`src/rtl/softmax_pkg.sv`:
```
package softmax_pkg;

    localparam int unsigned ELEM_W   = 8;
    localparam int unsigned EXP_W    = 16;
    localparam int unsigned EXP_FRAC = 15;
    localparam int unsigned ACC_W    = 24;

    // Bits needed to index the leading one of the denominator
    localparam int unsigned POS_W    = $clog2(ACC_W);

    typedef logic [ELEM_W-1:0] elem_t;
    typedef logic [EXP_W-1:0]  exp_t;
    typedef logic [ACC_W-1:0]  acc_t;
    typedef logic [ELEM_W-1:0] shift_t;

    // 1.0 in Q1.15
    localparam exp_t EXP_ONE = exp_t'(1) << EXP_FRAC;

    typedef struct packed {
        logic clear;
        logic normalize;
    } softmax_cmd_t;

    typedef struct packed {
        logic upd_max;
        logic exp_en;
        logic acc_en;
        logic norm_en;
        logic clear;
    } stage_ctrl_t;

    typedef struct packed {
        logic  busy;
        elem_t max;
        acc_t  denom;
    } softmax_flags_t;

endpackage

```
`src/rtl/softmax_ctrl.sv`:
```
`timescale 1ns/1ps

module softmax_ctrl import softmax_pkg::*; (
    input  logic         clk_i,
    input  logic         rst_ni,
    input  softmax_cmd_t cmd_i,
    input  logic         in_valid_i,
    output stage_ctrl_t  stage_o,
    output logic         busy_o,
    output logic         out_valid_o
);

    // Bit n belongs to the vector sitting in stage n+1
    logic [2:0] valid_q;
    logic [2:0] pass_q;

    always_ff @(posedge clk_i or negedge rst_ni) begin
        if (!rst_ni) begin
            valid_q <= '0;
            pass_q  <= '0;
        end else begin
            valid_q <= {valid_q[1:0], in_valid_i};
            pass_q  <= {pass_q[1:0], cmd_i.normalize};
        end
    end

    // Max only moves for accumulate-pass vectors
    assign stage_o.upd_max = in_valid_i & ~cmd_i.normalize;
    assign stage_o.exp_en  = valid_q[0];

    // Third stage is picked by the pass the vector entered with
    assign stage_o.acc_en  = valid_q[1] & ~pass_q[1];
    assign stage_o.norm_en = valid_q[1] & pass_q[1];
    assign stage_o.clear   = cmd_i.clear;

    assign out_valid_o = valid_q[2] & pass_q[2];
    assign busy_o      = |valid_q;

    // A vector next to a clear would be lost or mixed into stale state
    assert property (@(posedge clk_i) disable iff (!rst_ni)
        cmd_i.clear |-> !in_valid_i)
    else $error("softmax_ctrl: in_valid_i together with clear");

    // Vectors still in flight would see max and denom vanish under them
    assert property (@(posedge clk_i) disable iff (!rst_ni)
        cmd_i.clear |-> !busy_o)
    else $error("softmax_ctrl: clear while pipeline busy");

endmodule

```
`src/rtl/max_tracker.sv`:
```
`timescale 1ns/1ps

module max_tracker import softmax_pkg::*; #(
    parameter int unsigned N_LANES = 4
) (
    input  logic                      clk_i,
    input  logic                      rst_ni,
    input  stage_ctrl_t               stage_i,
    input  elem_t [N_LANES-1:0]       in_vect_i,
    output elem_t [N_LANES-1:0]       vect_o,
    output elem_t                     max_o,
    output shift_t                    delta_o
);

    elem_t lane_max;
    elem_t new_max;

    always_comb begin
        lane_max = '0;
        for (int i = 0; i < N_LANES; i++) begin
            if (in_vect_i[i] > lane_max) begin
                lane_max = in_vect_i[i];
            end
        end
    end

    assign new_max = (lane_max > max_o) ? lane_max : max_o;

    always_ff @(posedge clk_i or negedge rst_ni) begin
        if (!rst_ni) begin
            max_o   <= '0;
            delta_o <= '0;
        end else if (stage_i.clear) begin
            max_o   <= '0;
            delta_o <= '0;
        end else if (stage_i.upd_max) begin
            max_o   <= new_max;
            delta_o <= shift_t'(new_max - max_o);
        end else begin
            // Frozen max in the normalise pass, so no rescale
            delta_o <= '0;
        end
    end

    always_ff @(posedge clk_i) begin
        vect_o <= in_vect_i;
    end

endmodule

```
`src/rtl/exp2_unit.sv`:
```
`timescale 1ns/1ps

module exp2_unit import softmax_pkg::*; #(
    parameter int unsigned N_LANES = 4
) (
    input  logic                clk_i,
    input  logic                rst_ni,
    input  stage_ctrl_t         stage_i,
    input  elem_t [N_LANES-1:0] vect_i,
    input  elem_t               max_i,
    input  shift_t              delta_i,
    output exp_t  [N_LANES-1:0] exp_o,
    output shift_t              delta_o
);

    shift_t [N_LANES-1:0] diff;
    exp_t   [N_LANES-1:0] weight;
    logic                 lanes_ok;

    always_comb begin
        lanes_ok = 1'b1;
        for (int i = 0; i < N_LANES; i++) begin
            diff[i] = max_i - vect_i[i];
            // 2^-(max - x), saturating to zero past the LSB
            weight[i] = (diff[i] >= EXP_W) ? '0 : (EXP_ONE >> diff[i]);
            if (vect_i[i] > max_i) begin
                lanes_ok = 1'b0;
            end
        end
    end

    always_ff @(posedge clk_i) begin
        if (stage_i.exp_en) begin
            exp_o <= weight;
        end
    end

    always_ff @(posedge clk_i or negedge rst_ni) begin
        if (!rst_ni) begin
            delta_o <= '0;
        end else begin
            delta_o <= delta_i;
        end
    end

    // Tracker max must already cover every lane it is applied to
    assert property (@(posedge clk_i) disable iff (!rst_ni)
        stage_i.exp_en |-> lanes_ok)
    else $error("exp2_unit: lane above running max");

endmodule

```
`src/rtl/denom_acc.sv`:
```
`timescale 1ns/1ps

module denom_acc import softmax_pkg::*; #(
    parameter int unsigned N_LANES = 4
) (
    input  logic               clk_i,
    input  logic               rst_ni,
    input  stage_ctrl_t        stage_i,
    input  exp_t [N_LANES-1:0] exp_i,
    input  shift_t             delta_i,
    output acc_t               denom_o
);

    localparam int unsigned LEVELS = $clog2(N_LANES);
    localparam int unsigned LEAVES = 1 << LEVELS;

    acc_t tree [LEVELS+1][LEAVES];
    acc_t lane_sum;

    // Pairwise adder tree, unused leaves padded with zero
    always_comb begin
        tree = '{default: '0};
        for (int i = 0; i < N_LANES; i++) begin
            tree[0][i] = acc_t'(exp_i[i]);
        end
        for (int l = 0; l < LEVELS; l++) begin
            for (int i = 0; i < (LEAVES >> (l + 1)); i++) begin
                tree[l+1][i] = tree[l][2*i] + tree[l][2*i+1];
            end
        end
    end

    assign lane_sum = tree[LEVELS][0];

    always_ff @(posedge clk_i or negedge rst_ni) begin
        if (!rst_ni) begin
            denom_o <= '0;
        end else if (stage_i.clear) begin
            denom_o <= '0;
        end else if (stage_i.acc_en) begin
            // Old terms rescaled to the new max before adding
            denom_o <= (denom_o >> delta_i) + lane_sum;
        end
    end

endmodule

```
`src/rtl/normalizer.sv`:
```
`timescale 1ns/1ps

module normalizer import softmax_pkg::*; #(
    parameter int unsigned N_LANES = 4
) (
    input  logic               clk_i,
    input  logic               rst_ni,
    input  stage_ctrl_t        stage_i,
    input  exp_t [N_LANES-1:0] exp_i,
    input  acc_t               denom_i,
    output exp_t [N_LANES-1:0] out_vect_o
);

    logic [POS_W-1:0] lead_pos;
    shift_t           norm_shift;

    // Highest set bit wins
    always_comb begin
        lead_pos = '0;
        for (int b = 0; b < ACC_W; b++) begin
            if (denom_i[b]) begin
                lead_pos = POS_W'(b);
            end
        end
    end

    // Divide by 2^p, then scale back up by 2^15 so 1.0 stays in Q1.15
    assign norm_shift = (lead_pos > EXP_FRAC) ? shift_t'(lead_pos - EXP_FRAC) : '0;

    always_ff @(posedge clk_i) begin
        if (stage_i.norm_en) begin
            for (int i = 0; i < N_LANES; i++) begin
                out_vect_o[i] <= exp_i[i] >> norm_shift;
            end
        end
    end

    // Normalise pass needs a finished accumulate pass before it
    assert property (@(posedge clk_i) disable iff (!rst_ni)
        stage_i.norm_en |-> denom_i != '0)
    else $error("normalizer: zero denominator");

endmodule

```
`src/rtl/softmax_top.sv`:
```
`timescale 1ns/1ps

module softmax_top import softmax_pkg::*; #(
    parameter int unsigned N_LANES = 4
) (
    input  logic                clk_i,
    input  logic                rst_ni,
    input  softmax_cmd_t        cmd_i,
    input  logic                in_valid_i,
    input  elem_t [N_LANES-1:0] in_vect_i,
    output logic                out_valid_o,
    output exp_t  [N_LANES-1:0] out_vect_o,
    output softmax_flags_t      flags_o
);

    stage_ctrl_t          stage;
    logic                 busy;
    elem_t [N_LANES-1:0]  trk_vect;
    elem_t                cur_max;
    shift_t               trk_delta;
    exp_t  [N_LANES-1:0]  weights;
    shift_t               exp_delta;
    acc_t                 denom;

    softmax_ctrl i_ctrl (
        .clk_i       (clk_i),
        .rst_ni      (rst_ni),
        .cmd_i       (cmd_i),
        .in_valid_i  (in_valid_i),
        .stage_o     (stage),
        .busy_o      (busy),
        .out_valid_o (out_valid_o)
    );

    max_tracker #(.N_LANES(N_LANES)) i_max (
        .clk_i     (clk_i),
        .rst_ni    (rst_ni),
        .stage_i   (stage),
        .in_vect_i (in_vect_i),
        .vect_o    (trk_vect),
        .max_o     (cur_max),
        .delta_o   (trk_delta)
    );

    exp2_unit #(.N_LANES(N_LANES)) i_exp (
        .clk_i   (clk_i),
        .rst_ni  (rst_ni),
        .stage_i (stage),
        .vect_i  (trk_vect),
        .max_i   (cur_max),
        .delta_i (trk_delta),
        .exp_o   (weights),
        .delta_o (exp_delta)
    );

    denom_acc #(.N_LANES(N_LANES)) i_acc (
        .clk_i   (clk_i),
        .rst_ni  (rst_ni),
        .stage_i (stage),
        .exp_i   (weights),
        .delta_i (exp_delta),
        .denom_o (denom)
    );

    normalizer #(.N_LANES(N_LANES)) i_norm (
        .clk_i      (clk_i),
        .rst_ni     (rst_ni),
        .stage_i    (stage),
        .exp_i      (weights),
        .denom_i    (denom),
        .out_vect_o (out_vect_o)
    );

    assign flags_o.busy  = busy;
    assign flags_o.max   = cur_max;
    assign flags_o.denom = denom;

endmodule

```
`config.mk`:
```
export PLATFORM = sky130hd
export DESIGN_NAME = softmax_top
export DESIGN_NICKNAME = d
export VERILOG_FILES = /design/src/rtl/softmax_pkg.sv /design/src/rtl/softmax_ctrl.sv /design/src/rtl/max_tracker.sv /design/src/rtl/exp2_unit.sv /design/src/rtl/denom_acc.sv /design/src/rtl/normalizer.sv /design/src/rtl/softmax_top.sv
export SDC_FILE = /design/constraint.sdc
export NUM_CORES = 1
export LEC_CHECK = 0
export BUFFER_PORTS_ARGS = -buffer_cell sky130_fd_sc_hd__buf_2
export CAP_MARGIN = 0
export CORE_MARGIN = 1
export CORE_UTILIZATION = 50
export CTS_CLUSTER_SIZE = 12
export DETAILED_ROUTE_END_ITERATION = 8
export GPL_ROUTABILITY_DRIVEN = 0
export GPL_TIMING_DRIVEN = 0
export PLACE_DENSITY = 0.69
export REMOVE_ABC_BUFFERS = 1
export SLEW_MARGIN = 20
export SYNTH_ARGS = -nofsm -noshare
export SYNTH_HDL_FRONTEND = slang
export SYNTH_SLANG_ARGS = --single-unit
```
`constraint.sdc`:
```
create_clock -name clk_i -period 14.49 [get_ports clk_i]
set_input_delay 2.1735 -clock clk_i [delete_from_list [all_inputs] [get_ports clk_i]]
set_output_delay 2.1735 -clock clk_i [all_outputs]
set_load 0.03 [all_outputs]
```
==> run_results.csv <==
group,metric,value,unit
power,swShare,48.0,%
power,clkPwrFrac,15.6,%
timing,maxSlewViolCount,0,
clock_tree,cts_buffers,26,
yosys,synthTopCellsByCount,"277 x nand2_1, 199 x nor2_1, 128 x edfxtp_1",
yosys,yosysMostFrequentCell,"nand2_1",
clock_tree,post-cts-setup-buffers,0,
yosys,synth_largest_area_cell,"edfxtp_1",
yosys,ys_seq_area_share,35.6,%
timing,tightest_slew,1.09,ns
final_layout,utilization,57.4,%
critical_path,cp_data_required_time,14.90,ns
clock_tree,h-tree-depth,1,
detailed_routing,ant_nets,0,
die,die_area,33600,µm²
yosys,yosysTopAreaCellShare,23.4,%
timing,clock_skew,0.0181,ns
timing,fin_crit,11.12,ns
clock_tree,cts_root_buf,"clkbuf_16",
grt,grt_first_pass_wirelength,69.3,mm
die,rows,65,
final_layout,diodes,0,
run_status,outcome,"completed",
yosys,netlist_area,16400,µm²
power,p_comb_share,62.2,%
die,die_x,183,µm
critical_path,critPathCaptureType,"flip-flop",
clock_tree,clock-sinks,214,
final_layout,nets,2140,
yosys,ys_ff_latch,214,
timing,finalSetupTns,0,ns
detailed_routing,wl_per_cell,18.2,µm
power,internal-power,0.00222,W
final_layout,drive_gt1_share,12.3,%
placement,hpwlAfterDp,32.8,mm
timing,rsz0062_at_grt,"false",
placement,placed_cells,2366,
yosys,synth_cell_types,76,
yosys,synth_cells,1868,
hold_path,hold_class,"flip-flop to flip-flop",
detailed_routing,first_pass_iters,8,
clock_tree,worstSkewPairLatency,0.54,ns
final_layout,area_delta_synth_final,11.8,%
die,start_util,51.4,%
grt,antenna_found_initial,0,
placement,port_buffers,134,
critical_path,crit_path_end,"i_max.delta_o[7]",
detailed_routing,vias,14300,
critical_path,reg2reg_setup_slack,8.45,ns
timing,slew_headroom,27.3,%
grt,overflow,0,
job,cap_violations,0,
critical_path,slowest_stage,"o21ai_1",
yosys,async_flop_share,25.2,%
power,p_seq_share,22.3,%
critical_path,r2r_start,"i_exp.delta_o[1]",
power,power_leakage,8.15,nW
yosys,synth-edff-count,128,
final_layout,final_cells,2412,
critical_path,worstSetupPathType,"input port to flip-flop",
grt,grt_pass1_vias,13200,
clock_tree,cts_tree,"done",
critical_path,cp-startpoint,"in_vect_i[3]",
timing,finalHoldViolations,0,
placement,post-place-ws,2.64,ns
power,vdd.ir_drop.worst,161,µV
yosys,syn-mean-instance-area,8.79,µm²
detailed_routing,avgViaCountPerCell,5.91,
power,p_sw,0.00205,W
die,ios,135,
grt,grtUsageTotal,26.0,%
timing,post-route-period-util,76.7,%
clock_tree,postCtsHoldBufs,0,
clock_tree,clock_path_buffers,3,
die,core,32000,µm²
yosys,yosys-top-cells-area,"edfxtp_1 23%, ha_1 9.1%, dfrtp_1 8.2%",
critical_path,critPathMaxStageDelay,0.81,ns
grt,grt_start_max_net_pins,75,
critical_path,critical_path_arrival,11.53,ns
die,die_h,183,µm
clock_tree,cts-resized-gates,0,
critical_path,cp-start-kind,"input port",
critical_path,reg2reg_depth,18,
critical_path,path_max_fanout,18,
detailed_routing,drc,0,
timing,setup_viol,0,
yosys,ys_warn_count,0,
clock_tree,cts.clk_slew.worst_paths,0.06,ns
detailed_routing,routed_wl,43.8,mm
timing,fmax,0.0900,GHz
detailed_routing,drt_iter0_drc,1339,
yosys,ys.flop_type,"edfxtp_1",
critical_path,r2r_end,"i_acc.denom_o[19]",
power,powerDensity,233,nW/µm²
timing,fin_ws,3.37,ns
[power by group through the flow]
stage          sequential, W  combinational [W]  clock [W]
6_report            0.000951            0.00266   0.000665
2_1_floorplan        0.00110            0.00174          0
5_1_grt             0.000968            0.00292   0.000703
3_5_place_dp        0.000961            0.00260          0
3_3_place_gp        0.000962            0.00251          0
4_1_cts             0.000949            0.00262   0.000680
[per-stage QoR]
stage / power, W / area (µm²) / hold slack [ns]
after floorplan: 0.00284 / 16000 / 0.331
after global placement: 0.00347 / 17200 / 0.334
after detailed placement: 0.00356 / 17500 / 0.335
after CTS: 0.00425 / 18400 / 0.337
after global routing: 0.00459 / 18400 / 0.343
final: 0.00427 / 18400 / 0.333
[worst min path at each step]
stage | from | slack [ns] | cells after the start | endpoint
6_report | i_max.delta_o[4] | 0.33 | 0 | i_exp.delta_o[4]
5_1_grt | i_max.delta_o[4] | 0.34 | 0 | i_exp.delta_o[4]
3_5_place_dp | i_ctrl.pass_q[0] | 0.33 | 0 | i_ctrl.pass_q[1]
2_1_floorplan | i_ctrl.pass_q[0] | 0.33 | 0 | i_ctrl.pass_q[1]
3_3_place_gp | i_ctrl.pass_q[0] | 0.33 | 0 | i_ctrl.pass_q[1]
4_1_cts | i_max.delta_o[4] | 0.34 | 0 | i_exp.delta_o[4]
[state kept, by name, summed over array words and instances, names as in the netlist]
| name | flops |
|---|---|
| i_ctrl.valid_q | 3 |
| i_exp.exp_o | 64 |
| i_max.delta_o | 8 |
| i_max.vect_o | 32 |
| i_acc.denom_o | 24 |
| i_norm.out_vect_o | 64 |
| i_max.max_o | 8 |
| i_ctrl.pass_q | 3 |
| i_exp.delta_o | 8 |
[layout by cell type (no fill, tap or decap), types with 19 or more instances in the layout]
master	Yosys	routed
dfrtp_1	54	51
buf_2	24	133
a31oi_1	30	30
fa_1	25	25
edfxtp_1	128	128
xor2_1	41	41
ha_1	119	119
nor3_1	71	71
clkbuf_16	0	28
and3_1	21	21
nor2_1	199	198
nand2_1	277	277
nand3_1	36	36
o22ai_1	19	19
o21ai_0	88	88
xnor2_1	25	25
a211oi_1	23	23
inv_1	116	116
nand2b_1	40	40
mux2i_1	76	76
dfxtp_1	32	32
a21o_1	30	29
a21oi_1	94	93
[cells by family after synthesis]
kind of cell | after synthesis | share of synthesized area [%]
AO/OA/AOI/OAI | 411 | 16.3
XOR/XNOR | 66 | 3.52
adder cells (fa/ha/maj) | 144 | 12.1
AND/OR/NAND/NOR | 738 | 20.6
buffers and inverters | 198 | 5.10
flip-flops | 214 | 35.6
multiplexers | 97 | 6.83
[routing by layer]
metal / GRT usage (%) / share of wire (%)
met5: 0 / 0
met4: 10.6 / 4.0
met3: 5.50 / 8.9
met2: 40.8 / 44
met1: 34.9 / 43
[layout make-up]
| class | count | area (µm²) |
|---|---|---|
| clock buffers | 34 | 733 |
| clock inverters | 12 | 136 |
| fillers | 2851 | 13600 |
| inverters | 118 | 443 |
| multi-input cells | 1456 | 9780 |
| flip-flops and latches | 214 | 5840 |
| well taps | 435 | 544 |
| repair buffers | 143 | 872 |
[critical path, delay by kind of cell]
kind            cells  cell delay [ns]
simple gates        9             1.05
mux                 3             0.85
buf+inv             3             0.22
compound gates     18             5.67
fa+ha+maj           5             1.53
No activity file was read; power rests on OpenSTA's default activity.
